### config.mk
export PLATFORM = sky130hd
export DESIGN_NAME = sd_spi_top
export DESIGN_NICKNAME = d
export VERILOG_FILES = /design/src/verilog/sd_proto_pkg.sv /design/src/verilog/sd_link_pkg.sv /design/src/verilog/sd_cmd_framer.sv /design/src/verilog/sd_spi_engine.sv /design/src/verilog/sd_resp_decoder.sv /design/src/verilog/sd_debug_select.sv /design/src/verilog/sd_spi_top.sv
export SDC_FILE = /design/constraint.sdc
export NUM_CORES = 1
export LEC_CHECK = 0
export BUFFER_PORTS_ARGS = -buffer_cell sky130_fd_sc_hd__buf_4
export CAP_MARGIN = 20
export CELL_PAD_IN_SITES_DETAIL_PLACEMENT = 1
export CELL_PAD_IN_SITES_GLOBAL_PLACEMENT = 1
export CORE_MARGIN = 4
export CORE_UTILIZATION = 47
export DETAILED_ROUTE_END_ITERATION = 10
export GPL_TIMING_DRIVEN = 0
export PLACE_DENSITY_LB_ADDON = 0.1
export SYNTH_ARGS = -nofsm -noshare
export SYNTH_HDL_FRONTEND = slang
export SYNTH_SLANG_ARGS = --single-unit
### constraint.sdc
create_clock -name clock_100M -period 10.2 [get_ports clock_100M]
set_input_delay 1.02 -clock clock_100M [delete_from_list [all_inputs] [get_ports clock_100M]]
set_output_delay 1.02 -clock clock_100M [all_outputs]
set_load 0.03 [all_outputs]
### src/verilog/sd_proto_pkg.sv
package sd_proto_pkg;

  localparam logic [6:0] crc7_poly = 7'h09; // x^7 + x^3 + 1.
  localparam logic [5:0] hdr_bits  = 6'd40; // start, index and argument.

  typedef struct packed {
    logic [5:0]  index;
    logic [31:0] arg;
  } cmd_req_t;

  typedef struct packed {
    logic [1:0]  start_bits; // always 2'b01.
    logic [5:0]  index;
    logic [31:0] arg;
    logic [6:0]  crc7;
    logic        end_bit;
  } cmd_fields_t;

  // bytes[5] is the first byte on the wire.
  typedef union packed {
    cmd_fields_t     fields;
    logic [5:0][7:0] bytes;
  } cmd_frame_u;

  typedef struct packed {
    logic start; // zero in a valid response.
    logic parameter_error;
    logic address_error;
    logic erase_seq_error;
    logic com_crc_error;
    logic illegal_command;
    logic erase_reset;
    logic in_idle;
  } r1_flags_t;

  typedef union packed {
    logic [7:0] raw;
    r1_flags_t  flags;
  } r1_u;

  typedef struct packed {
    logic       timeout;
    logic [5:0] index;
    r1_u        r1;
  } cmd_result_t;

endpackage

### src/verilog/sd_link_pkg.sv
package sd_link_pkg;

  localparam int sck_half   = 4; // 125 gives 400 kHz.
  localparam int sck_cnt_w  = $clog2(sck_half + 1);
  localparam int ncr_max    = 8; // card may idle this many bytes before R1.
  localparam int poll_cnt_w = $clog2(ncr_max + 1);

  typedef enum logic [2:0] {
    dbg_last_result   = 3'd0,
    dbg_cmd_count     = 3'd1,
    dbg_err_count     = 3'd2,
    dbg_timeout_count = 3'd3,
    dbg_flags         = 3'd4,
    dbg_state         = 3'd5
  } dbg_sel_t;

  typedef struct packed {
    logic [7:0]                cmd_count;
    logic [7:0]                err_count;
    logic [7:0]                timeout_count;
    sd_proto_pkg::cmd_result_t last_result;
    logic [6:0]                flags_seen; // sticky or of r1[6:0].
  } dbg_status_t;

endpackage

### src/verilog/sd_cmd_framer.sv
`timescale 1ns/1ps

module sd_cmd_framer (
  input  logic                     clock_100M,
  input  logic                     reset,
  input  logic                     req_valid,
  input  sd_proto_pkg::cmd_req_t   req,
  output logic                     active,
  output logic                     frame_valid,
  output sd_proto_pkg::cmd_frame_u frame
);

  logic [39:0] hdr; // rotates back to its start after 40 shifts.
  logic [6:0]  crc;
  logic [5:0]  bit_cnt;
  logic        crc_fb;
  logic        shifting;
  logic        emit;

  assign crc_fb   = hdr[39] ^ crc[6];
  assign shifting = active && (bit_cnt != sd_proto_pkg::hdr_bits);
  assign emit     = active && (bit_cnt == sd_proto_pkg::hdr_bits) && !frame_valid;

  always_ff @(posedge clock_100M) begin
    if (reset) begin
      active      <= 1'b0;
      frame_valid <= 1'b0;
      bit_cnt     <= '0;
    end else begin
      frame_valid <= emit;
      if (!active) begin
        if (req_valid) begin
          active  <= 1'b1;
          bit_cnt <= '0;
        end
      end else if (shifting) begin
        bit_cnt <= bit_cnt + 6'd1;
      end else if (frame_valid) begin
        active <= 1'b0; // held through the frame strobe.
      end
    end
  end

  // serial crc7 with msb first.
  always_ff @(posedge clock_100M) begin
    if (!active && req_valid) begin
      hdr <= {2'b01, req.index, req.arg};
      crc <= '0;
    end else if (shifting) begin
      hdr <= {hdr[38:0], hdr[39]};
      crc <= {crc[5:0], 1'b0} ^ (crc_fb ? sd_proto_pkg::crc7_poly : 7'h00);
    end
  end

  always_ff @(posedge clock_100M) begin
    if (emit) begin
      frame.fields.start_bits <= hdr[39:38];
      frame.fields.index      <= hdr[37:32];
      frame.fields.arg        <= hdr[31:0];
      frame.fields.crc7       <= crc;
      frame.fields.end_bit    <= 1'b1;
    end
  end

endmodule

### src/verilog/sd_spi_engine.sv
`timescale 1ns/1ps

module sd_spi_engine (
  input  logic                      clock_100M,
  input  logic                      reset,
  input  logic                      frame_valid,
  input  sd_proto_pkg::cmd_frame_u  frame,
  input  logic                      miso,
  output logic                      active,
  output logic                      cs,
  output logic                      sck,
  output logic                      mosi,
  output logic                      res_valid,
  output sd_proto_pkg::cmd_result_t res
);

  typedef enum logic [1:0] {idle, send, poll, finish} state_t;

  state_t                             state;
  sd_proto_pkg::cmd_frame_u           frame_q;
  logic [sd_link_pkg::sck_cnt_w-1:0]  half_cnt;
  logic [sd_link_pkg::poll_cnt_w-1:0] poll_cnt;
  logic [2:0]                         bit_cnt;
  logic [2:0]                         byte_idx; // byte now on the wire.
  logic [7:0]                         tx;
  logic [7:0]                         rx;
  logic                               half_tick;
  logic                               rise;
  logic                               fall;
  logic                               byte_done;
  logic                               resp_end;

  assign half_tick = (int'(half_cnt) == sd_link_pkg::sck_half - 1);
  assign rise      = half_tick && !sck;
  assign fall      = half_tick && sck;
  assign byte_done = fall && (bit_cnt == 3'd7);
  assign resp_end  = !rx[7] || (int'(poll_cnt) == sd_link_pkg::ncr_max);
  assign active    = (state != idle);
  assign mosi      = tx[7]; // tx only moves on a falling edge.

  always_ff @(posedge clock_100M) begin
    if (reset || state == idle || half_tick) half_cnt <= '0;
    else half_cnt <= half_cnt + 1'b1;
  end

  always_ff @(posedge clock_100M) begin
    if (reset) begin
      state     <= idle;
      cs        <= 1'b1;
      sck       <= 1'b0;
      tx        <= 8'hFF;
      res_valid <= 1'b0;
      bit_cnt   <= '0;
      byte_idx  <= '0;
      poll_cnt  <= '0;
    end else begin
      res_valid <= 1'b0;
      case (state)
        idle: if (frame_valid) begin
          state    <= send;
          cs       <= 1'b0;
          tx       <= frame.bytes[5];
          bit_cnt  <= '0;
          byte_idx <= 3'd5;
        end
        send, poll: begin
          if (half_tick) sck <= ~sck;
          if (fall) begin
            bit_cnt <= bit_cnt + 3'd1;
            tx      <= {tx[6:0], 1'b1};
          end
          if (byte_done) begin
            if (state == send && byte_idx != 3'd0) begin
              byte_idx <= byte_idx - 3'd1;
              tx       <= frame_q.bytes[byte_idx - 3'd1];
            end else if (state == send) begin
              state    <= poll;
              poll_cnt <= '0;
            end else if (resp_end) begin
              state <= finish;
            end else begin
              poll_cnt <= poll_cnt + 1'b1;
            end
          end
        end
        finish: if (half_tick) begin
          state     <= idle; // cs back up half a period late.
          cs        <= 1'b1;
          res_valid <= 1'b1;
        end
        default: state <= idle;
      endcase
    end
  end

  always_ff @(posedge clock_100M) begin
    if (state == idle && frame_valid) frame_q <= frame;
    if (rise) rx <= {rx[6:0], miso};
    if (state == poll && byte_done && resp_end) begin
      res.timeout <= rx[7];
      res.index   <= frame_q.fields.index;
      res.r1.raw  <= rx[7] ? 8'hFF : rx;
    end
  end

endmodule

### src/verilog/sd_resp_decoder.sv
`timescale 1ns/1ps

module sd_resp_decoder (
  input  logic                      clock_100M,
  input  logic                      reset,
  input  logic                      res_valid,
  input  sd_proto_pkg::cmd_result_t res,
  output logic                      done,
  output sd_proto_pkg::cmd_result_t result,
  output sd_link_pkg::dbg_status_t  status
);

  logic is_error;

  // in_idle and erase_reset are normal states.
  assign is_error = !res.timeout && (res.r1.flags.parameter_error ||
                                     res.r1.flags.address_error   ||
                                     res.r1.flags.erase_seq_error ||
                                     res.r1.flags.com_crc_error   ||
                                     res.r1.flags.illegal_command);

  assign result = status.last_result;

  always_ff @(posedge clock_100M) begin
    if (reset) begin
      done   <= 1'b0;
      status <= '0;
    end else begin
      done <= res_valid;
      if (res_valid) begin
        status.last_result <= res;
        status.cmd_count   <= status.cmd_count + 8'd1;
        if (res.timeout) begin
          status.timeout_count <= status.timeout_count + 8'd1;
        end else begin
          status.flags_seen <= status.flags_seen | res.r1.raw[6:0]; // no r1 on timeout.
        end
        if (is_error) status.err_count <= status.err_count + 8'd1;
      end
    end
  end

endmodule

### src/verilog/sd_debug_select.sv
`timescale 1ns/1ps

module sd_debug_select (
  input  sd_link_pkg::dbg_sel_t    sel,
  input  sd_link_pkg::dbg_status_t status,
  input  logic                     busy,
  output logic [15:0]              led
);

  always_comb begin
    case (sel)
      sd_link_pkg::dbg_last_result: begin
        led = {1'b0, status.last_result}; // timeout, index, r1.
      end
      sd_link_pkg::dbg_cmd_count: begin
        led = {8'h00, status.cmd_count};
      end
      sd_link_pkg::dbg_err_count: begin
        led = {8'h00, status.err_count};
      end
      sd_link_pkg::dbg_timeout_count: begin
        led = {8'h00, status.timeout_count};
      end
      sd_link_pkg::dbg_flags: begin
        led = {9'h000, status.flags_seen};
      end
      sd_link_pkg::dbg_state: begin
        led = {15'h0000, busy};
      end
      default: led = 16'h0000;
    endcase
  end

endmodule

### src/verilog/sd_spi_top.sv
`timescale 1ns/1ps

module sd_spi_top (
  input  logic                      clock_100M,
  input  logic                      reset,
  input  logic                      req_valid,
  input  sd_proto_pkg::cmd_req_t    req,
  input  logic                      miso,
  input  logic [2:0]                sw,
  output logic                      busy,
  output logic                      done,
  output sd_proto_pkg::cmd_result_t result,
  output logic                      cs,
  output logic                      sck,
  output logic                      mosi,
  output logic [15:0]               led
);

  logic                      framer_active;
  logic                      engine_active;
  logic                      frame_valid;
  sd_proto_pkg::cmd_frame_u  frame;
  logic                      res_valid;
  sd_proto_pkg::cmd_result_t res;
  sd_link_pkg::dbg_status_t  status;

  // res_valid means done is due next cycle.
  assign busy = framer_active | engine_active | res_valid;

  sd_cmd_framer framer (
    .clock_100M  (clock_100M),
    .reset       (reset),
    .req_valid   (req_valid & ~busy), // strobes while busy are dropped.
    .req         (req),
    .active      (framer_active),
    .frame_valid (frame_valid),
    .frame       (frame)
  );

  sd_spi_engine engine (
    .clock_100M  (clock_100M),
    .reset       (reset),
    .frame_valid (frame_valid),
    .frame       (frame),
    .miso        (miso),
    .active      (engine_active),
    .cs          (cs),
    .sck         (sck),
    .mosi        (mosi),
    .res_valid   (res_valid),
    .res         (res)
  );

  sd_resp_decoder decoder (
    .clock_100M (clock_100M),
    .reset      (reset),
    .res_valid  (res_valid),
    .res        (res),
    .done       (done),
    .result     (result),
    .status     (status)
  );

  sd_debug_select debug_select (
    .sel    (sd_link_pkg::dbg_sel_t'(sw)),
    .status (status),
    .busy   (busy),
    .led    (led)
  );

endmodule

==> results of run 1 <==
## Yosys cell counts (all sizes together) (6+ instances only)
cell type  number  share of area [%]
nand4           9               0.56
mux4            8                1.8
a31oi          14               0.88
buf            35                2.3
and3           13               0.81
mux2i          31                3.1
o22ai           6               0.38
ha             18                2.3
clkbuf         22               0.83
inv            13               0.49
xnor2           8               0.70
mux2           41                4.7
nor2           70                2.6
nor2b           9               0.56
or2             7               0.44
a21oi          38                1.9
edfxtp        154                 46
o21ai          25                1.3
and2            9               0.58
nor3            7               0.35
dfxtp          89                 18
nand2          64                2.4
a22o            7               0.61
xor2           20                1.8
a211oi          9               0.68
nand2b          6               0.38
a22oi           7               0.53
nand3           6               0.30
## layout make-up
cell class	count	share of cell area, %
timing repair buffer	85	5.61
tap	275	2.88
clock inverter	15	1.57
clock buffer	33	6.17
multi-input combinational	465	27.1
buffer	57	2.62
inverter	13	0.408
sequential	243	53.6
## power groups by stage
stage	Clock (W)	Sequential (W)	Combinational [W]
after floorplan	0	0.00114	0.000126
after global routing	0.00106	0.00114	0.000207
after CTS	0.00102	0.00114	0.000190
after detailed placement	0	0.00116	0.000189
after global placement	0	0.00115	0.000174
final	0.000996	0.00114	0.000188
## worst max-delay path, stage by stage
cell,delay (ns)
clkbuf_1,0.33
nor2b_1,0.18
clkbuf_1,0.26
a22oi_1,0.15
o22ai_1,0.25
buf_4,0.21
## metal layers
metal  up-vias  share of wire [%]
li1       3040                  -
met1      3298                 45
met2       145                 49
met3        33                4.5
met4         0                1.9
met5         -                  0
## sequential cells by signal (all words and copies together) (netlist names), 4 cells and up
name,count
framer.crc,7
decoder.result,14
decoder.status,31
framer.hdr,40
engine.poll_cnt,4
engine.rx,8
framer.bit_cnt,6
engine.frame_q,47
engine.tx,8
engine.res,14
framer.frame,47
## cell usage in the layout (no fill, tap or decap), drive strengths merged, types with 5 or more instances in the layout
master | Yosys | final
or2 | 7 | 7
mux2i | 31 | 31
nand4 | 9 | 9
mux4 | 8 | 8
a211oi | 9 | 9
mux2 | 41 | 41
o21ai | 25 | 25
nand3 | 6 | 6
dfxtp | 89 | 89
or3 | 5 | 5
nand2 | 64 | 64
ha | 18 | 18
xnor2 | 8 | 8
and3 | 13 | 13
o22ai | 6 | 6
clkbuf | 22 | 56
clkinv | 0 | 9
nand2b | 6 | 6
a22oi | 7 | 7
buf | 35 | 119
a22o | 7 | 7
a21oi | 38 | 38
nor2 | 70 | 70
nor2b | 9 | 9
inv | 13 | 13
and2 | 9 | 9
xor2 | 20 | 20
nor3 | 7 | 7
a31oi | 14 | 14
edfxtp | 154 | 154
## kinds of logic (layout without fill, tap and decap cells)
kind of cell / count (synthesis) / after routing / share of synthesized area, %
AO/OA/AOI/OAI: 118 / 118 / 7.37
XOR/XNOR: 28 / 28 / 2.45
adder cells (fa/ha/maj): 18 / 18 / 2.25
buffers and inverters: 70 / 203 / 3.62
flip-flops: 243 / 243 / 64.0
multiplexers: 80 / 80 / 9.56
other: 1 / 1 / 0.0375
AND/OR/NAND/NOR: 220 / 220 / 10.7
## through the flow
step	total power, W	instance area, µm²	utilization (%)	hold WS, ns	setup slack [ns]
finish	0.00232	12000	57.0	0.417	6.77
global route	0.00241	12000	57.0	0.422	6.61
CTS	0.00234	11900	57.0	0.420	6.79
detailed placement	0.00134	11000	52.6	0.406	6.79
global placement	0.00133	10900	52.1	0.409	2.11
floorplan	0.00127	10000	-	0.400	4.45
## worst min-delay path by stage
stage,from,end,slack [ns],cells after the start
6_report,framer.frame[7],engine.frame_q[7],0.42,0
5_1_grt,framer.frame[12],engine.frame_q[12],0.42,0
4_1_cts,framer.frame[14],engine.frame_q[14],0.42,0
3_5_place_dp,framer.frame[14],engine.frame_q[14],0.41,0
3_3_place_gp,framer.frame[12],engine.frame_q[12],0.41,0
2_1_floorplan,framer.frame[10],engine.frame_q[10],0.40,0
==> flow_summary.json, run 1 <==
{
  "start_util_pct": 47.7,
  "hold_viol": 0,
  "gp_congestion": 0.890,
  "ant_nets": 0,
  "place_inst": 1137,
  "power_frac_clock_pct": 42.9,
  "critPathCaptureType": "output port",
  "wl_um": 24000,
  "p_leak_nw": 4.35,
  "outcome": "completed",
  "grt_most_used_layer": "met2",
  "place_hpwl_um": 17400,
  "layout.nets": 954,
  "start_kind": "input pin",
  "tns_ns": 0,
  "grt_use_total_pct": 20.3,
  "vias": 6516,
  "cp.arrival_ns": 2.41,
  "synthToLayoutAreaGrowth_pct": 19.5,
  "min_period_ns": 3.43,
  "fillers": 2120,
  "layout.cells.non_filler": 1186,
  "grt_pass1_vias": 6892,
  "endpoint": "led[1]",
  "rr_worst_depth": 10,
  "dr.pass1.iters": 4,
  "async_flop_share_pct": 0,
  "synthCells": 778,
  "r2r_end": "engine.tx[6]",
  "internal-power_w": 0.00180,
  "yosys_warnings": 0,
  "seq_area_frac_synth_pct": 64.0,
  "num_rows": 53,
  "peakVddDrop_mv": 0.149,
  "setup_viol": 0,
  "cts_resized": 0,
  "die_width_um": 154,
  "clockBufferDepth": 3,
  "critPathKind": "in -> out",
  "fmax_mhz": 292,
  "clkTransAtPathRegs_ns": 0.06,
  "n_antenna_cell": 0,
  "wl_per_cell_um": 20.2,
  "numCtsBuffers": 26,
  "antenna_found_initial": 0,
  "synth_seq_cells": 243,
  "yosys_most_used_dff": "edfxtp_1",
  "cp_max_fo": 9,
  "clock-sinks": 243,
  "syn_area_per_cell_um2": 12.9,
  "yosysUniqueCellTypes": 57,
  "p_sw_share_pct": 22.4,
  "cts_setup_buffers": 0,
  "tritoncts": "built",
  "synth_area_um2": 10000,
  "drt_iter0_drc": 411,
  "drcViolationCount": 0,
  "multi_input_area_um2": 3240,
  "combPwrFrac_pct": 8.1,
  "cap_violations": 0,
  "coreArea_um2": 21000,
  "port_buffers": 77,
  "pin_count": 81,
  "p_sw_w": 0.000518,
  "grt_use_met3_pct": 3.66,
  "p_seq_share_pct": 49.0,
  "tightestPinTransition_ns": 0.876,
  "finalCritPeriodShare_pct": 33.6,
  "grt_max_degree": 29,
  "seq_area_um2": 6410,
  "startpoint": "sw[0]",
  "cts-root-buf": "clkbuf_16",
  "met1_usage_pct": 28.1,
  "cts_hold_buffers": 0,
  "dieArea_um2": 23700,
  "slew_violations": 0,
  "die_y_um": 154,
  "clock_latency_ns": 0.53,
  "htreeDepth": 1,
  "synth_edf_count": 154,
  "fin_skew_ns": 0.0139,
  "drive_gt1_share_pct": 25.4,
  "use_met2_pct": 33.3,
  "grt_pass1_wl_um": 38400,
  "slew_headroom_pct": 41.6,
  "routed_via_density": 5.49,
  "gr-total-overflow": 0,
  "critPathRequiredTime_ns": 9.18,
  "power_density_nw_per_um2": 194,
  "synth_fp_nets": 841,
  "r2r-start": "engine.byte_idx[0]",
  "hold_class": "reg -> reg",
  "r2r_slack_ns": 7.39,
  "rsz0062_at_grt": "no"
}
Note: power is estimated with default switching activity, not from simulation.
==> run 2, diff against run 1 <==
--- a/config.mk
+++ b/config.mk
@@ -5,12 +5,13 @@
 export SDC_FILE = /design/constraint.sdc
 export NUM_CORES = 1
 export LEC_CHECK = 0
+export ABC_AREA = 1
 export BUFFER_PORTS_ARGS = -buffer_cell sky130_fd_sc_hd__buf_4
 export CAP_MARGIN = 20
 export CELL_PAD_IN_SITES_DETAIL_PLACEMENT = 1
 export CELL_PAD_IN_SITES_GLOBAL_PLACEMENT = 1
 export CORE_MARGIN = 4
-export CORE_UTILIZATION = 47
+export CORE_UTILIZATION = 46
 export DETAILED_ROUTE_END_ITERATION = 10
 export GPL_TIMING_DRIVEN = 0
 export PLACE_DENSITY_LB_ADDON = 0.1
==> constraint.sdc (replaced) <==
create_clock -name clock_100M -period 3.55 [get_ports clock_100M]
set_input_delay 0.355 -clock clock_100M [delete_from_list [all_inputs] [get_ports clock_100M]]
set_output_delay 0.355 -clock clock_100M [all_outputs]
set_load 0.03 [all_outputs]
==> run 2 against run 1 <==
Compared with the run above: non-clock buffer count shrank 13; die area grew 4.7%; power grew to 3.0 times the previous value; highest routed layer unchanged; critical path type is now reg -> out; sequential power grew to 3.0 times the previous value; final area grew 1.3%; critical path depth is the same; via count grew 15%.
==> flow_summary.json, run 2 <==
{
  "cp_slowest_cell": "dfxtp_1",
  "finalCritPeriodShare_pct": 65.9,
  "synth.most_common_cell": "nand2_1",
  "setup_viol": 0,
  "synthAdderAreaFrac_pct": 2.19,
  "hold_class": "in -> reg",
  "place_inst": 1435,
  "routed_via_density": 5.05,
  "tightestPinTransition_ns": 0.788,
  "critPathRequiredTime_ns": 3.19,
  "crit_family": "flip-flops",
  "port_buffers": 78,
  "rsz0062_at_grt": "no",
  "htreeDepth": 1,
  "cts-root-buf": "clkbuf_16",
  "muxShareOfSynthArea_pct": 0,
  "cpPeakStageDelay_ns": 0.34,
  "grt_max_degree": 48,
  "synthCells": 1074,
  "clock_latency_ns": 0.53,
  "critPathBufInv": 2,
  "critPathCaptureType": "output port",
  "reg.largest.list": "engine.frame_q (47), framer.frame (47), framer.hdr (40)",
  "p_sw_w": 0.00181,
  "fmax_mhz": 427,
  "drcViolationCount": 0,
  "peakVddDrop_mv": 0.386,
  "pin_count": 81,
  "power_w": 0.00689,
  "hold_viol": 0,
  "outcome": "completed",
  "start_kind": "register",
  "synth_top_family_by_area": "simple AND/OR/NAND/NOR gates",
  "wl_um": 25300,
  "yosysUniqueCellTypes": 49,
  "power_frac_clock_pct": 37.0,
  "p_sw_share_pct": 26.2,
  "slew_headroom_pct": 47.3,
  "clockBufferDepth": 3,
  "combPwrFrac_pct": 12.7,
  "dr.pass1.iters": 5,
  "synthToLayoutAreaGrowth_pct": 17.9,
  "n_antenna_cell": 0,
  "numCtsBuffers": 26,
  "synth-xor-area-share_pct": 0.256,
  "synth_edf_count": 154,
  "synth_top_area_share_pct": 45.0,
  "internal-power_w": 0.00509,
  "antenna_found_initial": 0,
  "syn_area_per_cell_um2": 9.56,
  "yosys_warnings": 0,
  "clock-sinks": 243,
  "synth_area_um2": 10300,
  "wl_per_cell_um": 17.0,
  "start_util_pct": 46.9,
  "slew_violations": 0,
  "critPathKind": "reg -> out",
  "synth_seq_cells": 243,
  "tritoncts": "built",
  "p_leak_nw": 5.04,
  "min_period_ns": 2.34,
  "synth-compound-area-share_pct": 6.66,
  "grt_pass1_vias": 7708,
  "die_y_um": 157,
  "synth_area_leaders": "edfxtp_1 45%, dfxtp_1 17%, nand2_1 13%, nor2_1 3.9%, inv_1 2.8%",
  "grt_use_total_pct": 20.7,
  "cp_max_fo": 5,
  "whs_ns": 0.0901,
  "seq_area_frac_synth_pct": 62.4,
  "final_common_cell": "nand2_1",
  "coreArea_um2": 21900,
  "yosys_most_used_dff": "edfxtp_1",
  "cp.arrival_ns": 1.98,
  "synth_common_cells": "360 x nand2_1, 154 x edfxtp_1, 106 x nor2_1",
  "drt_iter0_drc": 369,
  "die_width_um": 157,
  "vias": 7488,
  "grt_pass1_wl_um": 40500,
  "async_flop_share_pct": 0,
  "crit_chain": "inv_1 -> ha_1 -> nand2_1 -> a22oi_1 -> nand4_1 -> buf_4",
  "final_util_pct": 55.3,
  "yosys.area_share.simple_pct": 22.5,
  "power_density_nw_per_um2": 569,
  "clkTransAtPathRegs_ns": 0.06,
  "gr-total-overflow": 0,
  "final_cell_mix": "360 x nand2_1, 154 x edfxtp_1, 106 x nor2_1, 100 x buf_4, 89 x dfxtp_1",
  "gp_congestion": 0.842,
  "yosys.area.top_type": "edfxtp_1",
  "p_seq_share_pct": 50.3,
  "cap_violations": 0,
  "place_hpwl_um": 18400,
  "num_rows": 54,
  "layout.cells.non_filler": 1484,
  "ant_nets": 0,
  "dieArea_um2": 24800,
  "fin_skew_ns": 0.0165,
  "layout.nets": 1247,
  "drive_gt1_share_pct": 16.5,
  "synth_fp_nets": 1137
}
==> run 2: stage by stage <==
step | setup slack (ns) | TNS [ns] | area (µm²)
floorplan | 0.546 | 0 | 10300
global placement | -0.532 | -24.74 | 11200
detailed placement | 1.33 | 0 | 11300
CTS | 1.18 | 0 | 12100
global route | 1.07 | 0 | 12100
finish | 1.21 | 0 | 12100
==> run 2: worst paths after layout <==
| check | start | to | slack [ns] | depth (start not counted) |
|---|---|---|---|---|
| setup / recovery | engine.state[0] | led[0] | 1.21 | 6 |
| hold / removal | req[31] | framer.hdr[31] | 0.09 | 3 |
| setup reg to reg | framer.bit_cnt[0] | framer.frame[19] | 1.36 | 6 |
| hold reg to reg | framer.frame[10] | engine.frame_q[10] | 0.41 | 0 |
==> run 2: cells by family after synthesis <==
kind of cell | Yosys count
simple gates | 552
compound gates | 122
flops | 243
other cells | 1
xor+xnor | 3
buf+inv | 135
fa+ha+maj | 18
==> run 2: area by class of cell <==
class	instances	area, µm²
buffer	47	285
fill	2526	9780
timing repair buffer	82	671
sequential	243	6410
inverter	88	333
clock inverter	11	92.6
tap	280	350
clock buffer	37	712
multi-input combinational	696	3260
==> run 2: what timing repair did <==
action,in CTS,in global routing
buffers inserted,0,0
endpoints found under the setup margin,0,0
hold buffers,1,0
endpoints found under the hold margin,1,0
resized for setup,0,0
==> run 2: routing by layer <==
layer	vias up	routed length, µm	track usage [%]	part of all wire [%]
met4	0	385	4.22	1.5
li1	3733	-	-	-
met3	29	921	2.69	3.6
met2	112	12300	35.1	49
met5	-	0	0	0
met1	3614	11700	28.8	46
==> run 2: worst min-delay path, cell delays in order <==
cell and delay (ns):
buf_4 0.07, nand2_1 0.04, nand2_1 0.04
==> run 2: power groups by stage <==
stage                     Combinational, W  Sequential (W)  Clock [W]
final                             0.000875         0.00347    0.00255
after global routing               0.00100         0.00350    0.00275
after CTS                         0.000894         0.00347    0.00262
after detailed placement          0.000882         0.00353          0
after global placement            0.000851         0.00351          0
after floorplan                   0.000593         0.00348          0
==> run 3, diff against run 2 <==
==> constraint.sdc (replaced) <==
create_clock -name clock_100M -period 2.2 [get_ports clock_100M]
set_input_delay 0.22 -clock clock_100M [delete_from_list [all_inputs] [get_ports clock_100M]]
set_output_delay 0.22 -clock clock_100M [all_outputs]
set_load 0.03 [all_outputs]
==> run 3 against run 2 <==
Compared with the run above: the run now ends with hold timing left; clock skew is 0.0072 ns lower; power increased by 65%; sequential share of layout area is 2.0 points lower.
==> flow_summary.json, run 3 (synthesized netlist as in run 2, its figures left out) <==
{
  "clockBufferDepth": 3,
  "r2r_slack_ns": 0.14,
  "cts-root-buf": "clkbuf_16",
  "layout.nets": 1287,
  "slew_violations": 0,
  "dieArea_um2": 24800,
  "final_common_cell": "nand2_1",
  "rr_worst_depth": 10,
  "numCtsBuffers": 27,
  "drt_iter0_drc": 375,
  "r2r-start": "engine.state[1]",
  "drive_gt1_share_pct": 17.1,
  "final_cell_mix": "358 x nand2_1, 154 x edfxtp_1, 106 x nor2_1, 102 x buf_4, 85 x dfxtp_1",
  "holdPathEnd": "framer.hdr[24]",
  "wl_per_cell_um": 17.8,
  "grt_pass1_wl_um": 43800,
  "critPathBufInv": 2,
  "drcViolationCount": 0,
  "cap_violations": 0,
  "hold_viol": 1,
  "tritoncts": "built",
  "antenna_found_initial": 0,
  "whs_ns": -0.000246,
  "fin_skew_ns": 0.00935,
  "die_y_um": 157,
  "tightestPinTransition_ns": 0.785,
  "r2r_end": "engine.bit_cnt[1]",
  "grt_max_degree": 48,
  "setup_viol": 0,
  "place_hpwl_um": 18800,
  "dr.pass1.iters": 5,
  "cpPeakStageDelay_ns": 0.34,
  "fmax_mhz": 481,
  "crit_chain": "inv_1 -> ha_4 -> nand2_1 -> a22oi_1 -> nand4_1 -> buf_4",
  "clkTransAtPathRegs_ns": 0.06,
  "coreArea_um2": 21900,
  "synthToLayoutAreaGrowth_pct": 22.6,
  "n_antenna_cell": 0,
  "finalCritPeriodShare_pct": 94.5,
  "cp_max_fo": 5,
  "place_inst": 1434,
  "hp-start": "req[24]",
  "p_leak_nw": 5.21,
  "min_period_ns": 2.08,
  "outcome": "finished with violations",
  "num_rows": 54,
  "vias": 7785,
  "critPathKind": "reg -> out",
  "cp_slowest_cell": "dfxtp_2",
  "htreeDepth": 1,
  "critPathRequiredTime_ns": 1.98,
  "layout.cells.non_filler": 1525,
  "slew_headroom_pct": 47.7,
  "start_kind": "register",
  "crit_family": "flip-flops",
  "port_buffers": 78,
  "pin_count": 81,
  "hold_class": "in -> reg",
  "clock-sinks": 243,
  "cp.arrival_ns": 1.86,
  "start_util_pct": 46.9,
  "gr-total-overflow": 0,
  "critPathCaptureType": "output port",
  "wl_um": 27200,
  "tns_ns": 0,
  "violations": "hold timing",
  "whs_path_depth": 3,
  "reg.largest.list": "engine.frame_q (47), framer.frame (47), framer.hdr (40)",
  "rsz0062_at_grt": "no",
  "die_width_um": 157,
  "grt_use_total_pct": 22.4,
  "routed_via_density": 5.10,
  "power_density_nw_per_um2": 900,
  "grt_pass1_vias": 8300,
  "gp_congestion": 0.843,
  "clock_latency_ns": 0.53,
  "peakVddDrop_mv": 0.601,
  "ant_nets": 0
}
[run 3: cell types whose count changed in the layout (fill, tap and decap cells not counted), sizes merged]
cell / previous run / this run
dlygate4sd3: 1 / 37
inv: 86 / 85
clkinv: 11 / 9
clkinvlp: 1 / 3
clkbuf: 44 / 50
[run 3: per-layer routing]
metal / global-route usage, % / vias up / part of all wire (%)
met5: 0 / - / 0
met3: 2.61 / 42 / 3.5
met1: 29.9 / 3806 / 45
li1: - / 3809 / -
met4: 4.75 / 0 / 1.6
met2: 39.6 / 128 / 50
[run 3: worst min-delay path: stages]
cell,delay (ns)
buf_4,0.08
nand2_1,0.04
nand2_1,0.07
[run 3: through the flow]
step                cell area [µm²]  power [W]  utilization [%]  hold slack (ns)  setup WS, ns
detailed placement            11300    0.00719             51.8            0.406        -0.560
global route                  12600     0.0119             57.5          0.00176       0.00534
global placement              11300    0.00708             51.5            0.399        -0.678
finish                        12600     0.0113             57.5        -0.000246         0.121
floorplan                     10300    0.00661                -            0.319       -0.0306
CTS                           12500     0.0114             57.3         0.000321        -0.142
[run 3: how the worst max path moves through the flow]
stage,cells past startpoint,slack [ns],to,from
after floorplan,3,-0.03,framer.frame[10],framer.bit_cnt[2]
after global placement,4,-0.68,framer.frame[20],framer.bit_cnt[0]
after detailed placement,10,-0.56,engine.tx[6],engine.state[1]
after CTS,9,-0.14,engine.bit_cnt[0],engine.state[1]
after global routing,6,0.005,led[0],framer.active
final,6,0.12,led[0],engine.state[1]
[run 3: where the power goes]
part	internal, W	leakage (nW)	switching (W)	total, W
Clock	0.00246	0.400	0.00174	0.00420
Combinational	0.000528	2.66	0.00102	0.00155
Sequential	0.00538	2.15	0.000221	0.00560
[run 3: area by class of cell]
cell class / count / area, µm²
fill: 2420 / 9290
tap: 280 / 350
timing repair buffer: 119 / 1050
inverter: 88 / 339
sequential: 243 / 6410
multi-input combinational: 696 / 3330
timing repair inverter: 2 / 10.0
clock inverter: 8 / 66.3
buffer: 47 / 290
clock buffer: 42 / 752
[run 3: timing repair]
action | in CTS | in global routing
hold endpoints to repair | 37 | 0
buffers inserted | 1 | 0
resized for setup | 2 | 6
cloned | 1 | 1
endpoints found under the setup margin | 45 | 18
hold buffers | 37 | 0
pin swaps | 1 | 0
